[src/verilog/fp_pkg.sv]
// ----------------------------------------------------------------------
// fp coprocessor shared definitions
// opcodes, instruction fields, register index type and APB address map
// ----------------------------------------------------------------------

package fp_pkg;

  // instruction word layout is opcode[15:12] dest[11:8] src1[7:4] src2[3:0]
  localparam int INSTR_W = 16;
  localparam int NUM_REGS = 16;

  typedef logic [3:0] reg_addr_t;

  typedef enum logic [3:0] {
    op_nop = 4'd0,
    op_add = 4'd1,
    op_sub = 4'd2,
    op_mul = 4'd3,
    op_neg = 4'd4,
    op_abs = 4'd5,
    op_mov = 4'd6
  } opcode_t;

  // APB byte addresses
  localparam logic [7:0] ADDR_INSTR    = 8'h00;  // write only
  localparam logic [7:0] ADDR_STATUS   = 8'h04;  // read only
  localparam logic [7:0] ADDR_REG_BASE = 8'h40;  // r at base + 4*r

endpackage

[src/verilog/fp_add_unit.sv]
// ----------------------------------------------------------------------
// single precision add/subtract, two stages
// stage one orders and aligns, stage two adds, normalizes and truncates
// with flush to zero and overflow to infinity
// ----------------------------------------------------------------------
`timescale 1ns/1ns

module fp_add_unit
  import fp_pkg::*;
(
  input  logic        clk,
  input  logic        reset,
  input  logic        add_issue,
  input  opcode_t     issue_op,
  input  reg_addr_t   issue_dest,
  input  logic [31:0] opa,
  input  logic [31:0] opb,
  output logic        add_done,
  output reg_addr_t   add_dest,
  output logic [31:0] add_result
);

  logic        sb, a_big;
  logic [23:0] ma, mb;
  logic [7:0]  big_exp, diff;
  logic        s1_valid, s1_sign, s1_sub;
  reg_addr_t   s1_dest;
  logic [7:0]  s1_exp;
  logic [23:0] s1_big, s1_small;
  logic [24:0] sum;
  logic [4:0]  lz;
  logic [23:0] norm;
  logic signed [9:0] exp_n;
  logic [31:0] result;

  function automatic logic [4:0] lzc24(input logic [23:0] v);
    logic [4:0] n;
    logic       found;
    n = 5'd24;
    found = 1'b0;
    for (int i = 23; i >= 0; i--) begin
      if (!found && v[i]) begin
        n = 5'(23 - i);
        found = 1'b1;
      end
    end
    return n;
  endfunction

  assign sb    = opb[31] ^ (issue_op == op_sub);
  assign ma    = (opa[30:23] != 8'd0) ? {1'b1, opa[22:0]} : 24'd0;  // denormal in flushes
  assign mb    = (opb[30:23] != 8'd0) ? {1'b1, opb[22:0]} : 24'd0;
  assign a_big = (opa[30:0] >= opb[30:0]);
  assign big_exp = a_big ? opa[30:23] : opb[30:23];
  assign diff    = a_big ? opa[30:23] - opb[30:23] : opb[30:23] - opa[30:23];

  always_ff @(posedge clk) begin
    if (reset) begin
      s1_valid <= 1'b0;
      add_done <= 1'b0;
    end else begin
      s1_valid <= add_issue;
      add_done <= s1_valid;
    end
  end

  always_ff @(posedge clk) begin
    if (add_issue) begin
      s1_dest  <= issue_dest;
      s1_sign  <= a_big ? opa[31] : sb;
      s1_sub   <= opa[31] ^ sb;
      s1_exp   <= big_exp;
      s1_big   <= a_big ? ma : mb;
      s1_small <= (a_big ? mb : ma) >> diff;  // no guard bits
    end
  end

  always_comb begin
    sum = s1_sub ? {1'b0, s1_big} - {1'b0, s1_small} : {1'b0, s1_big} + {1'b0, s1_small};
    lz  = lzc24(sum[23:0]);
    if (sum[24]) begin
      norm  = sum[24:1];
      exp_n = $signed({2'b0, s1_exp}) + 10'sd1;
    end else begin
      norm  = sum[23:0] << lz;
      exp_n = $signed({2'b0, s1_exp}) - $signed({5'b0, lz});
    end
    if (sum == 25'd0) begin
      result = {s1_sign & ~s1_sub, 31'b0};  // exact cancel gives +0
    end else if (exp_n >= 10'sd255) begin
      result = {s1_sign, 8'hff, 23'b0};
    end else if (exp_n <= 10'sd0) begin
      result = {s1_sign, 31'b0};
    end else begin
      result = {s1_sign, exp_n[7:0], norm[22:0]};
    end
  end

  always_ff @(posedge clk) begin
    if (s1_valid) begin
      add_dest   <= s1_dest;
      add_result <= result;
    end
  end

endmodule

[config.mk]
export PLATFORM = sky130hd
export DESIGN_NAME = fp_add_unit
export DESIGN_NICKNAME = d
export VERILOG_FILES = /design/src/verilog/fp_pkg.sv /design/src/verilog/fp_add_unit.sv
export SDC_FILE = /design/constraint.sdc
export NUM_CORES = 1
export LEC_CHECK = 0
export BUFFER_PORTS_ARGS = -buffer_cell sky130_fd_sc_hd__buf_4
export CELL_PAD_IN_SITES_DETAIL_PLACEMENT = 1
export CELL_PAD_IN_SITES_GLOBAL_PLACEMENT = 1
export CORE_MARGIN = 2
export CORE_UTILIZATION = 44
export CTS_CLUSTER_DIAMETER = 40
export DETAILED_ROUTE_END_ITERATION = 8
export PLACE_DENSITY_LB_ADDON = 0.1
export SYNTH_ARGS = -nofsm -noshare
export SYNTH_HDL_FRONTEND = slang
export SYNTH_SLANG_ARGS = --single-unit
[constraint.sdc]
create_clock -name clk -period 8.8 [get_ports clk]
set_clock_uncertainty 0.15 [all_clocks]
set_input_delay 1.76 -clock clk [delete_from_list [all_inputs] [get_ports clk]]
set_output_delay 1.76 -clock clk [all_outputs]
set_load 0.05 [all_outputs]
== After elaboration in Yosys (flattened, before gate mapping) ==
Cells that the tools add are included.

* Output and inout bits: 37
* Flip-flop bits (word level): 100
* Logic and storage cells: 138
* Input bits: 75

* Eq/ne operators: 1
* Shift-type cells: 2
* Multiplexer cells: 60
* Bitwise gates (word level): 4
* $lt $le $gt $ge: 3
* Add/sub/neg operators: 6
* Reductions and logical operators: 50

{| class="wikitable"
|+ Operator list
! operator !! count
|-
| $mux W5 || 24
|-
| $mux W24 || 4
|-
| $mux W31 || 2
|-
| $mux W32 || 1
|-
| $ge A31 B31 Y1 || 1
|-
| $add A24 B24 Y25 || 1
|-
| $logic_not A25 Y1 || 1
|-
| $mux W25 || 1
|-
| $sub A24 B24 Y25 || 1
|-
| $mux W1 || 24
|-
| $shl A24 B5 Y23 || 1
|-
| $shr A24 B8 Y24 || 1
|-
| $logic_and A1 B1 Y1 || 23
|-
| $logic_not A1 Y1 || 23
|-
| $mux W23 || 1
|-
| $mux W8 || 2
|-
| $reduce_bool A8 Y1 || 2
|-
| $sub A8 B8 Y8 || 2
|-
| $ge A10 B9 Y1 const B || 1
|-
| $le A10 B1 Y1 const B || 1
|-
| $mux W10 || 1
|-
| $add A8 B1 Y9 const B || 1
|-
| $sub A8 B5 Y9 || 1
|-
| $eq A4 B2 Y1 const B || 1
|-
| 4 further kinds || 5
|}

== Logic depth before layout (Yosys ltp) ==
Gate-level depths: netlist of the first run.

* Depth in word-level cells: 78
* Gate-level depth with buffers: 36
* Gate-level depth less buffers: 32

== Worst setup path after synthesis of the first run ==
Ideal clock, no wire load.

* Path kind: flip-flop to flip-flop
* Start: register s1_small[4]
* End: register add_result[17] (data pin)
* Cell stages (with the launch flop): 33
* Buffers on the path: 4
* Path slack: 1024 ps
* Data arrival time: 7365 ps
* Period minus slack after synthesis: 7776 ps
* Required time: 8389 ps
* Setup time: 261 ps
* Cells stage by stage: edfxtp_1 -> or4_4 -> nand2b_1 -> o41ai_1 -> o21ai_0 -> xnor2_1 -> ha_1 -> clkbuf_1 -> nand2_1 -> o21ai_0 -> or3_1 -> nand2_1 -> o31a_1 -> and3_1 -> a21o_1 -> buf_6 -> nor3_4 -> inv_2 -> buf_2 -> ha_1 -> fa_1 -> xor2_1 -> or3_1 -> or3_1 -> nand2b_1 -> mux2i_1 -> a21oi_1 -> o31a_1 -> or3b_4 -> buf_6 -> clkinv_8 -> a32oi_1 -> o21ai_1

* Word-level cells in the longest chain between the ends: 76
* Elaborated cells between the ends (all ways): 104

{| class="wikitable"
|+ Ends and longest elaborated chain
! element !! RTL line !! RTL
|-
| start: declaration || fp_add_unit.sv:29 || <nowiki>logic [23:0] s1_big, s1_small;</nowiki>
|-
| start signal: assignment || fp_add_unit.sv:74 || <nowiki>s1_small <= (a_big ? mb : ma) >> diff;</nowiki>
|-
| $add A24 B24 Y25 / $sub A24 B24 Y25 (equally long branches) || fp_add_unit.sv:79 || <nowiki>sum = s1_sub ? {1'b0, s1_big} - {1'b0, s1_small} : {1'b0, s1_big} + {1'b0, s1_small};</nowiki>
|-
| $mux W25 * || fp_add_unit.sv:79 ||
|-
| $mux W1 || fp_add_unit.sv:42 || <nowiki>if (!found && v[i]) begin</nowiki>
|-
| $logic_not A1 Y1 || fp_add_unit.sv:42 ||
|-
| $logic_and A1 B1 Y1 || fp_add_unit.sv:42 ||
|-
| $mux W1 || fp_add_unit.sv:42 ||
|-
| $logic_not A1 Y1 || fp_add_unit.sv:42 ||
|-
| $logic_and A1 B1 Y1 || fp_add_unit.sv:42 ||
|-
| [60 not listed] || - ||
|-
| $mux W1 || fp_add_unit.sv:42 ||
|-
| $logic_not A1 Y1 || fp_add_unit.sv:42 ||
|-
| $logic_and A1 B1 Y1 || fp_add_unit.sv:42 ||
|-
| $mux W5 || fp_add_unit.sv:42 ||
|-
| $sub A8 B5 Y9 || fp_add_unit.sv:86 || <nowiki>exp_n = $signed({2'b0, s1_exp}) - $signed({5'b0, lz});</nowiki>
|-
| $mux W10 || fp_add_unit.sv:81 || <nowiki>if (sum[24]) begin</nowiki>
|-
| $ge A10 B9 Y1 / $le A10 B1 Y1 (equally long branches) || fp_add_unit.sv:90, fp_add_unit.sv:92 ||
|-
| $reduce_or A3 Y1 (no line) || - ||
|-
| end signal: assignment || fp_add_unit.sv:102 || <nowiki>add_result <= result;</nowiki>
|-
| end: declaration || fp_add_unit.sv:20 || <nowiki>output logic [31:0] add_result</nowiki>
|}

Mark *: on every way between the ends. The rest lies on a longest branch, timed or not.
A chain may end at the register's enable or synchronous reset.

== Worst setup path in the final report of the first run ==
Same ends and word-level chain as after synthesis.

==> results of run 1 <==
synth_stat cells, types with 6 or more instances:
cell type / count
sky130_fd_sc_hd__a211oi_1: 18
sky130_fd_sc_hd__a21o_1: 35
sky130_fd_sc_hd__a21oi_1: 98
sky130_fd_sc_hd__a221oi_1: 11
sky130_fd_sc_hd__a22oi_1: 9
sky130_fd_sc_hd__a2bb2oi_1: 8
sky130_fd_sc_hd__a31oi_1: 26
sky130_fd_sc_hd__a32oi_1: 7
sky130_fd_sc_hd__and2_1: 32
sky130_fd_sc_hd__buf_2: 29
sky130_fd_sc_hd__buf_6: 6
sky130_fd_sc_hd__clkbuf_1: 28
sky130_fd_sc_hd__edfxtp_1: 98
sky130_fd_sc_hd__ha_1: 70
sky130_fd_sc_hd__inv_1: 66
sky130_fd_sc_hd__mux2_2: 30
sky130_fd_sc_hd__mux2i_1: 60
sky130_fd_sc_hd__mux4_2: 22
sky130_fd_sc_hd__nand2_1: 102
sky130_fd_sc_hd__nand2b_1: 15
sky130_fd_sc_hd__nand3_1: 24
sky130_fd_sc_hd__nand4_1: 19
sky130_fd_sc_hd__nor2_1: 99
sky130_fd_sc_hd__nor2b_1: 11
sky130_fd_sc_hd__nor3_1: 43
sky130_fd_sc_hd__nor4_1: 16
sky130_fd_sc_hd__o2111ai_1: 6
sky130_fd_sc_hd__o211ai_1: 13
sky130_fd_sc_hd__o21a_1: 13
sky130_fd_sc_hd__o21ai_0: 46
sky130_fd_sc_hd__o21ai_1: 10
sky130_fd_sc_hd__o22ai_1: 7
sky130_fd_sc_hd__o32ai_1: 6
sky130_fd_sc_hd__or2_2: 7
sky130_fd_sc_hd__or3_1: 15
sky130_fd_sc_hd__xnor2_1: 41
sky130_fd_sc_hd__xor2_1: 16
power by group:
part           switching [uW]  internal, uW  total (uW)
logic                    1780           928        2710
registers                44.9           653         698
clock network             193           228         421
through the flow:
step / std cells / worst slack, ns
floorplan: 1297 / 1.02
global placement: 1697 / 0.575
detailed placement: 1697 / 0.360
CTS: 1713 / 0.308
global route: 1713 / 0.0109
finish: 1713 / 0.585
worst reg2reg max path: cells and delay by family, from the launching register on:
kind / cells / cell delay (ns)
compound gates: 11 / 2.54
mux: 1 / 0.13
flops: 1 / 0.45
simple gates: 9 / 2.74
xor+xnor: 3 / 0.52
buf+inv: 3 / 0.49
fa+ha+maj: 3 / 0.97
area by class of cell:
cell class,instances,area [um2]
fill,3059,12900
multi-input combinational,1055,7900
sequential,100,2980
timing repair buffer,135,1010
tap,335,419
inverter,72,284
clock buffer,9,225
clock inverter,7,91.3
registers in the layout, indices dropped and copies added (netlist names):
signal	count
s1_sign	1
s1_valid	1
s1_dest	4
s1_exp	8
add_dest	4
s1_small	24
add_result	32
add_done	1
s1_sub	1
s1_big	24
what timing repair did:
| item | CTS | global route |
|---|---|---|
| setup endpoints to repair | 0 | 12 |
| resized for setup | 0 | 4 |
| hold buffers | 0 | 0 |
placed cells by master (no fill, tap or decap), types with 22 or more instances in the layout:
| cell | netlist | routed |
|---|---|---|
| sky130_fd_sc_hd__buf_4 | 3 | 135 |
| sky130_fd_sc_hd__nand2_1 | 102 | 102 |
| sky130_fd_sc_hd__nor2_1 | 99 | 99 |
| sky130_fd_sc_hd__a21oi_1 | 98 | 98 |
| sky130_fd_sc_hd__edfxtp_1 | 98 | 98 |
| sky130_fd_sc_hd__ha_1 | 70 | 68 |
| sky130_fd_sc_hd__inv_1 | 66 | 66 |
| sky130_fd_sc_hd__mux2i_1 | 60 | 60 |
| sky130_fd_sc_hd__o21ai_0 | 46 | 45 |
| sky130_fd_sc_hd__nor3_1 | 43 | 43 |
| sky130_fd_sc_hd__xnor2_1 | 41 | 41 |
| sky130_fd_sc_hd__a21o_1 | 35 | 35 |
| sky130_fd_sc_hd__and2_1 | 32 | 32 |
| sky130_fd_sc_hd__mux2_2 | 30 | 30 |
| sky130_fd_sc_hd__a31oi_1 | 26 | 26 |
| sky130_fd_sc_hd__nand3_1 | 24 | 24 |
| sky130_fd_sc_hd__mux4_2 | 22 | 22 |
kinds of logic (layout without fill, tap and decap cells):
| group | after synthesis | after routing | synth area share [%] |
|---|---|---|---|
| buf+inv | 142 | 223 | 5.56 |
| compound gates | 386 | 386 | 23.7 |
| mux | 112 | 112 | 12.5 |
| fa+ha+maj | 74 | 74 | 8.32 |
| flops | 100 | 100 | 26.0 |
| simple gates | 424 | 424 | 19.4 |
| xor+xnor | 59 | 59 | 4.63 |
routing by layer:
metal  GRT usage, %  wire, um  vias to the layer above
met1           35.6     16800                     5238
met4           10.6      1370                        0
li1               -         -                     5079
met3           2.60      1470                       77
met5              0         0                        -
met2           47.4     18600                      327
path summary, 6_finish.rpt:
path / from / end / slack (ns) / depth (start not counted)
hold reg to reg: s1_dest[2]$_DFFE_PP_ / add_dest[2]$_DFFE_PP_ / 0.27 / 0
setup reg to reg: s1_small[4]$_SDFFCE_PP0P_ / add_result[17]$_SDFFCE_PP0P_ / 0.59 / 30
hold / removal: s1_dest[2]$_DFFE_PP_ / add_dest[2]$_DFFE_PP_ / 0.27 / 0
setup / recovery: s1_small[4]$_SDFFCE_PP0P_ / add_result[17]$_SDFFCE_PP0P_ / 0.59 / 30
==> results.txt, run 1 <==
----------------------------------------------------
[Clocking]
  TritonCTS Sinks ... 100
  Clock root buffer ... sky130_fd_sc_hd__clkbuf_16
  Largest buffer count on any clock path ... 2
  Buffers inserted during post-CTS setup optimization ... 0
  Clock slew at the register clock pins of the worst setup and hold paths ... approximately 0.080 ns
  Clock buffer count from CTS ... 9
  Clock latency at the later pin of the worst-skew pair ... 0.36 ns
  Clock tree from TritonCTS ... built
  CTS HTree Levels ... 3

[Floorplan]
  Top-level I/O count ... ~110
  Placeable core area ... 25800 um2
  Initial core utilization ... between 40% and 50%
  Standard-cell rows ... 59
  Floorplan die width ... 166 um
  Y dimension of the die ... 166 um
  Die area ... 27400 um2

[Job]
  Maxcap violations ... 0

[STA]
  Number of slew-limit violations in the final report ... 0
  Max-Slew Margin vs Limit ... 36.3%
  Count of final hold-check violations ... 0
  Max frequency ... approximately 120 MHz
  Worst hold slack ... 0.274 ns
  Setup repair after global routing missed its margin ... false
  Final critical-path required period ... ~8.2 ns
  Setup violators final ... 0
  Pin slew with the least headroom to its limit ... 0.955 ns
  Post-route fraction of the period consumed by the critical path ... 93.3%
  Setup total negative slack ... 0 ns

[Detailed routing]
  Pre-Repair DR Iteration Count ... 5
  Antenna Violating Nets Remaining ... 0
  Post-DR vias/cell ... 6.26
  DR WL/cell ... roughly 22 um
  Detailed router's first-iteration violation count ... 748
  Number of DRC violations after detailed routing ... 0
  Total wire length ... 38300 um
  Vias after detailed routing ... 10700

[Synth]
  Sequential fraction of the synthesis area ... 26.0%
  Post-synth net total ... approximately 1400
  Warnings, synthesis ... 0
  Distinct cells, synth ... 109
  Main area contributors after synthesis ... sky130_fd_sc_hd__edfxtp_1 (26%), sky130_fd_sc_hd__ha_1 (7.6%), sky130_fd_sc_hd__mux2i_1 (5.2%)
  FF+latch count, synth ... 100
  Top cell type's share of synthesized area ... 25.6%
  Cell type with the largest total area after synthesis ... sky130_fd_sc_hd__edfxtp_1
  Gate count after technology mapping ... 1297
  Netlist Area Pre-Place ... around 11000 um2
  Number of enable flip-flop cells after synthesis ... 98
  Mean cell area of the mapped netlist ... 8.86 um2
  Most used flip-flop cell after synthesis ... sky130_fd_sc_hd__edfxtp_1
  Share of flip-flops with an asynchronous set or reset ... 0%

[Final layout]
  Fin area ... 12900 um2
  Layout cells sized above 1 ... 19.4%
  Diode count ... 0
  Synthesis-to-layout area growth ... 12.4%
  Post-layout util ... 50.0%
  Fin nets ... 1522

[Worst setup path]
  Startpoint kind of the worst setup timing path ... flop
  Buf+Inv Stages, Crit Path ... 3
  Top delay family on crit path ... simple AND/OR/NAND/NOR gates
  Master of the slowest instance on the critical path ... sky130_fd_sc_hd__or4_4
  Setup CP Type ... reg -> reg
  Highest net fanout along the worst path ... 20
  Signal arrival time at the worst endpoint ... between 8 and 9 ns
  Crit-path max cell delay ... between 0.6 and 0.7 ns
  Endpoint type of the worst setup path ... flop
  Worst endpoint required time ... 8.76 ns

[Global routing]
  Global-route usage over all layers ... 27.5%
  Wire length of the first global-routing pass ... 61000 um
  Largest net degree at the start of global routing ... 64
  Number of global-route vias before repair ... 11000
  Remaining Overflow, GRT ... 0
  Number of antenna violations at the first check in global routing ... 0

[Placed design]
  Placer Congestion ... 0.894
  Buffers on Ports ... 111
  Area after DPL ... 12600 um2
  Half-perimeter wire length after detailed placement ... 30900 um

[Power and ir drop]
  Overall power after layout ... 3830 uW
  Leakage component of the power ... roughly 0.0052 uW
  Maximum vdd ir drop ... 0.179 mV
  Power per standard cell area ... 296 nW/um2

[Worst hold path]
  Classification of the worst-slack hold path ... reg -> reg

[Run status]
  Status ... complete, no violations

----------------------------------------------------
Note: power is estimated with default switching activity, not from simulation.
==> inputs of run 2 (changes only) <==
--- a/config.mk
+++ b/config.mk
@@ -5,14 +5,15 @@
 export SDC_FILE = /design/constraint.sdc
 export NUM_CORES = 1
 export LEC_CHECK = 0
-export BUFFER_PORTS_ARGS = -buffer_cell sky130_fd_sc_hd__buf_4
 export CELL_PAD_IN_SITES_DETAIL_PLACEMENT = 1
 export CELL_PAD_IN_SITES_GLOBAL_PLACEMENT = 1
 export CORE_MARGIN = 2
 export CORE_UTILIZATION = 44
 export CTS_CLUSTER_DIAMETER = 40
 export DETAILED_ROUTE_END_ITERATION = 8
+export DONT_BUFFER_PORTS = 1
 export PLACE_DENSITY_LB_ADDON = 0.1
+export REMOVE_ABC_BUFFERS = 1
 export SYNTH_ARGS = -nofsm -noshare
 export SYNTH_HDL_FRONTEND = slang
 export SYNTH_SLANG_ARGS = --single-unit
==> constraint.sdc (replaced) <==
create_clock -name clk -period 7.35 [get_ports clk]
set_clock_uncertainty 0.15 [all_clocks]
set_input_delay 1.47 -clock clk [delete_from_list [all_inputs] [get_ports clk]]
set_output_delay 1.47 -clock clk [all_outputs]
set_load 0.05 [all_outputs]
==> run 2 against run 1 <==
  * The run now ends with setup timing left
  * Die area stayed put
  * Via count up 4.0%
  * Clock power up 19%
==> results.txt, run 2 (synthesized netlist as in run 1, its figures left out) <==
----------------------------------------------------
[Worst setup path]
  Master of the slowest instance on the critical path ... sky130_fd_sc_hd__or4_4
  Startpoint kind of the worst setup timing path ... flop
  Cell seen most often among critical-path stages ... sky130_fd_sc_hd__a21o_1
  Endpoint type of the worst setup path ... flop
  Flop-to-flop setup slack ... -0.02 ns
  Highest net fanout along the worst path ... 6
  FF-to-FF Start ... s1_small[5]$_SDFFCE_PP0P_
  Cell count of the worst reg-to-reg path ... 30
  R2R Path End ... add_result[14]$_SDFFCE_PP0P_
  CP endpoint ... add_result[14]$_SDFFCE_PP0P_
  Worst setup startpoint ... s1_small[5]$_SDFFCE_PP0P_
  Worst endpoint required time ... 7.32 ns
  Setup CP Type ... reg -> reg
  Crit-path max cell delay ... 0.55 ns
  Signal arrival time at the worst endpoint ... 7.34 ns

[Global routing]
  Fraction of met1 tracks used by global routing ... 38.0%
  Met2 Track Usage GR ... 47.2%
  Grt peak-use layer ... met2
  Met3 Track Usage GR ... 3.32%
  Largest net degree at the start of global routing ... between 60 and 70
  Global-route usage over all layers ... approximately 28%
  Number of antenna violations at the first check in global routing ... 0
  Remaining Overflow, GRT ... 0
  Number of global-route vias before repair ... around 11000
  Wire length of the first global-routing pass ... 62500 um

[STA]
  Setup violators final ... 1
  Setup repair after global routing missed its margin ... true
  Number of slew-limit violations in the final report ... 0
  Post-route fraction of the period consumed by the critical path ... 100%
  Final critical-path required period ... 7.37 ns
  Pin slew with the least headroom to its limit ... 0.838 ns
  Max frequency ... 136 MHz
  Max-Slew Margin vs Limit ... 43.7%
  Count of final hold-check violations ... 0
  Worst-case setup margin in the final layout ... -0.0224 ns

[Final layout]
  Max reg flops ... 32
  Fin nets ... 1547
  Synthesis-to-layout area growth ... 19.9%
  Layout cells sized above 1 ... 27.6%
  Fin area ... 13800 um2
  Most frequent cells in the layout ... sky130_fd_sc_hd__buf_4 (144), sky130_fd_sc_hd__edfxtp_1 (98), sky130_fd_sc_hd__nand2_1 (96)
  Largest reg by FF count ... add_result
  Largest registers in the final layout ... add_result (32), s1_big (24), s1_small (24)
  Final Non-Filler Cells ... 1738
  Commonest non-fill, non-tap cell in the layout ... sky130_fd_sc_hd__buf_4
  Diode count ... 0

[Placed design]
  Buffers on Ports ... 0
  Setup WS pre-CTS ... -0.166 ns
  Cell Count Post-Placement ... 1675
  Placer Congestion ... 0.919
  Area after DPL ... 12400 um2
  Half-perimeter wire length after detailed placement ... 31400 um

[Power and ir drop]
  Internal Pwr Total ... 2460 uW
  Power per standard cell area ... 368 nW/um2
  Fraction of power consumed by sequential logic ... 20.4%
  Fraction of power spent switching nets ... 51.4%
  Fraction of power consumed by combinational cells ... between 60% and 70%
  Clock share of power ... under 10%
  Leakage component of the power ... between 0.005 and 0.006 uW
  Maximum vdd ir drop ... 0.196 mV
  Power spent charging and discharging nets ... about 2600 uW

[Worst hold path]
  Classification of the worst-slack hold path ... reg -> reg
  Cells on Worst Hold Path ... 0

[Detailed routing]
  Number of DRC violations after detailed routing ... 0
  Total wire length ... 40900 um
  Pre-Repair DR Iteration Count ... 5
  Post-DR vias/cell ... 6.42
  Detailed router's first-iteration violation count ... 982
  Vias after detailed routing ... 11200
  DR WL/cell ... 23.5 um
  Antenna Violating Nets Remaining ... 0

[Clocking]
  Clock tree from TritonCTS ... built
  CTS HTree Levels ... 3
  Clock slew at the register clock pins of the worst setup and hold paths ... 0.09 ns
  Clock root buffer ... sky130_fd_sc_hd__clkbuf_16
  Clock latency at the later pin of the worst-skew pair ... ~0.37 ns
  TritonCTS Sinks ... 100
  Clock buffer count from CTS ... 9
  Largest buffer count on any clock path ... 2

[Floorplan]
  Placeable core area ... 25800 um2
  Initial core utilization ... 44.5%
  Y dimension of the die ... 166 um
  Top-level I/O count ... 112
  Die area ... 27400 um2
  Floorplan die width ... approximately 170 um
  Standard-cell rows ... 59

[Run status]
  Status ... finished, violations left
  Violated checks ... setup timing

[Job]
  Maxcap violations ... 0

----------------------------------------------------
==> run 2: cell count changes in the layout (fill, tap and decap cells not counted), sizes merged <==
| cell | delta |
|---|---|
| buf | +24 |
| bufinv | -1 |
| clkbuf | +1 |
| clkinv | -1 |
| inv | +2 |
==> run 2: worst min-delay path by stage <==
stage	startpoint	to	slack [ns]
floorplan	s1_dest[0]$_DFFE_PP_	add_dest[0]$_DFFE_PP_	0.25
global placement	s1_dest[1]$_DFFE_PP_	add_dest[1]$_DFFE_PP_	0.25
detailed placement	s1_dest[0]$_DFFE_PP_	add_dest[0]$_DFFE_PP_	0.26
CTS	s1_dest[3]$_DFFE_PP_	add_dest[3]$_DFFE_PP_	0.28
global route	s1_dest[3]$_DFFE_PP_	add_dest[3]$_DFFE_PP_	0.29
finish	s1_dest[3]$_DFFE_PP_	add_dest[3]$_DFFE_PP_	0.28
==> run 2: worst max-delay path: cells and delay by family (launching register included) <==
| family | cells | cell delay [ns] |
|---|---|---|
| muxes | 1 | 0.14 |
| adders and majority gates | 3 | 0.92 |
| xor gates and xnor gates | 3 | 0.55 |
| DFF | 1 | 0.39 |
| buffers and inverters | 2 | 0.22 |
| and+or+nand+nor | 11 | 2.66 |
| AOI/OAI and AO/OA | 10 | 2.09 |
==> run 2: repair_timing <==
item | CTS | global route
buffers inserted | 9 | 37
gates resized for setup | 27 | 120
pin swaps | 11 | 71
setup endpoints to repair | 23 | 28
hold buffers | 0 | 0
cloned | 0 | 1
==> run 2: metal layers <==
layer	part of all wire (%)	up-vias
li1	-	5118
met1	44	5581
met2	48	370
met3	5.0	81
met4	2.9	0
met5	0	-
==> run 2: metrics by stage <==
stage	power, uW	hold WS [ns]	TNS (ns)	util, %
finish	5070	0.281	-0.0224	53.3
global route	5360	0.293	-4.75	53.3
CTS	4660	0.284	0	50.0
detailed placement	4100	0.261	-1.43	48.1
global placement	4080	0.253	-0.526	48.1
floorplan	3010	0.250	-10.22	-
==> run 2: power groups by stage <==
stage          Sequential [uW]  Clock (uW)  Combinational, uW
6_report                  1030         502               3530
5_1_grt                   1040         526               3790
4_1_cts                   1030         508               3120
3_5_place_dp              1040           0               3050
3_3_place_gp              1040           0               3040
2_1_floorplan             1030           0               1980
==> run 2: layout make-up <==
| type | count | area [um2] |
|---|---|---|
| sequential | 100 | 2980 |
| fill | 3005 | 12100 |
| clock inverter | 7 | 73.8 |
| tap | 335 | 419 |
| inverter | 72 | 284 |
| multi-input combinational | 1055 | 8510 |
| timing repair buffer | 160 | 1280 |
| clock buffer | 9 | 225 |
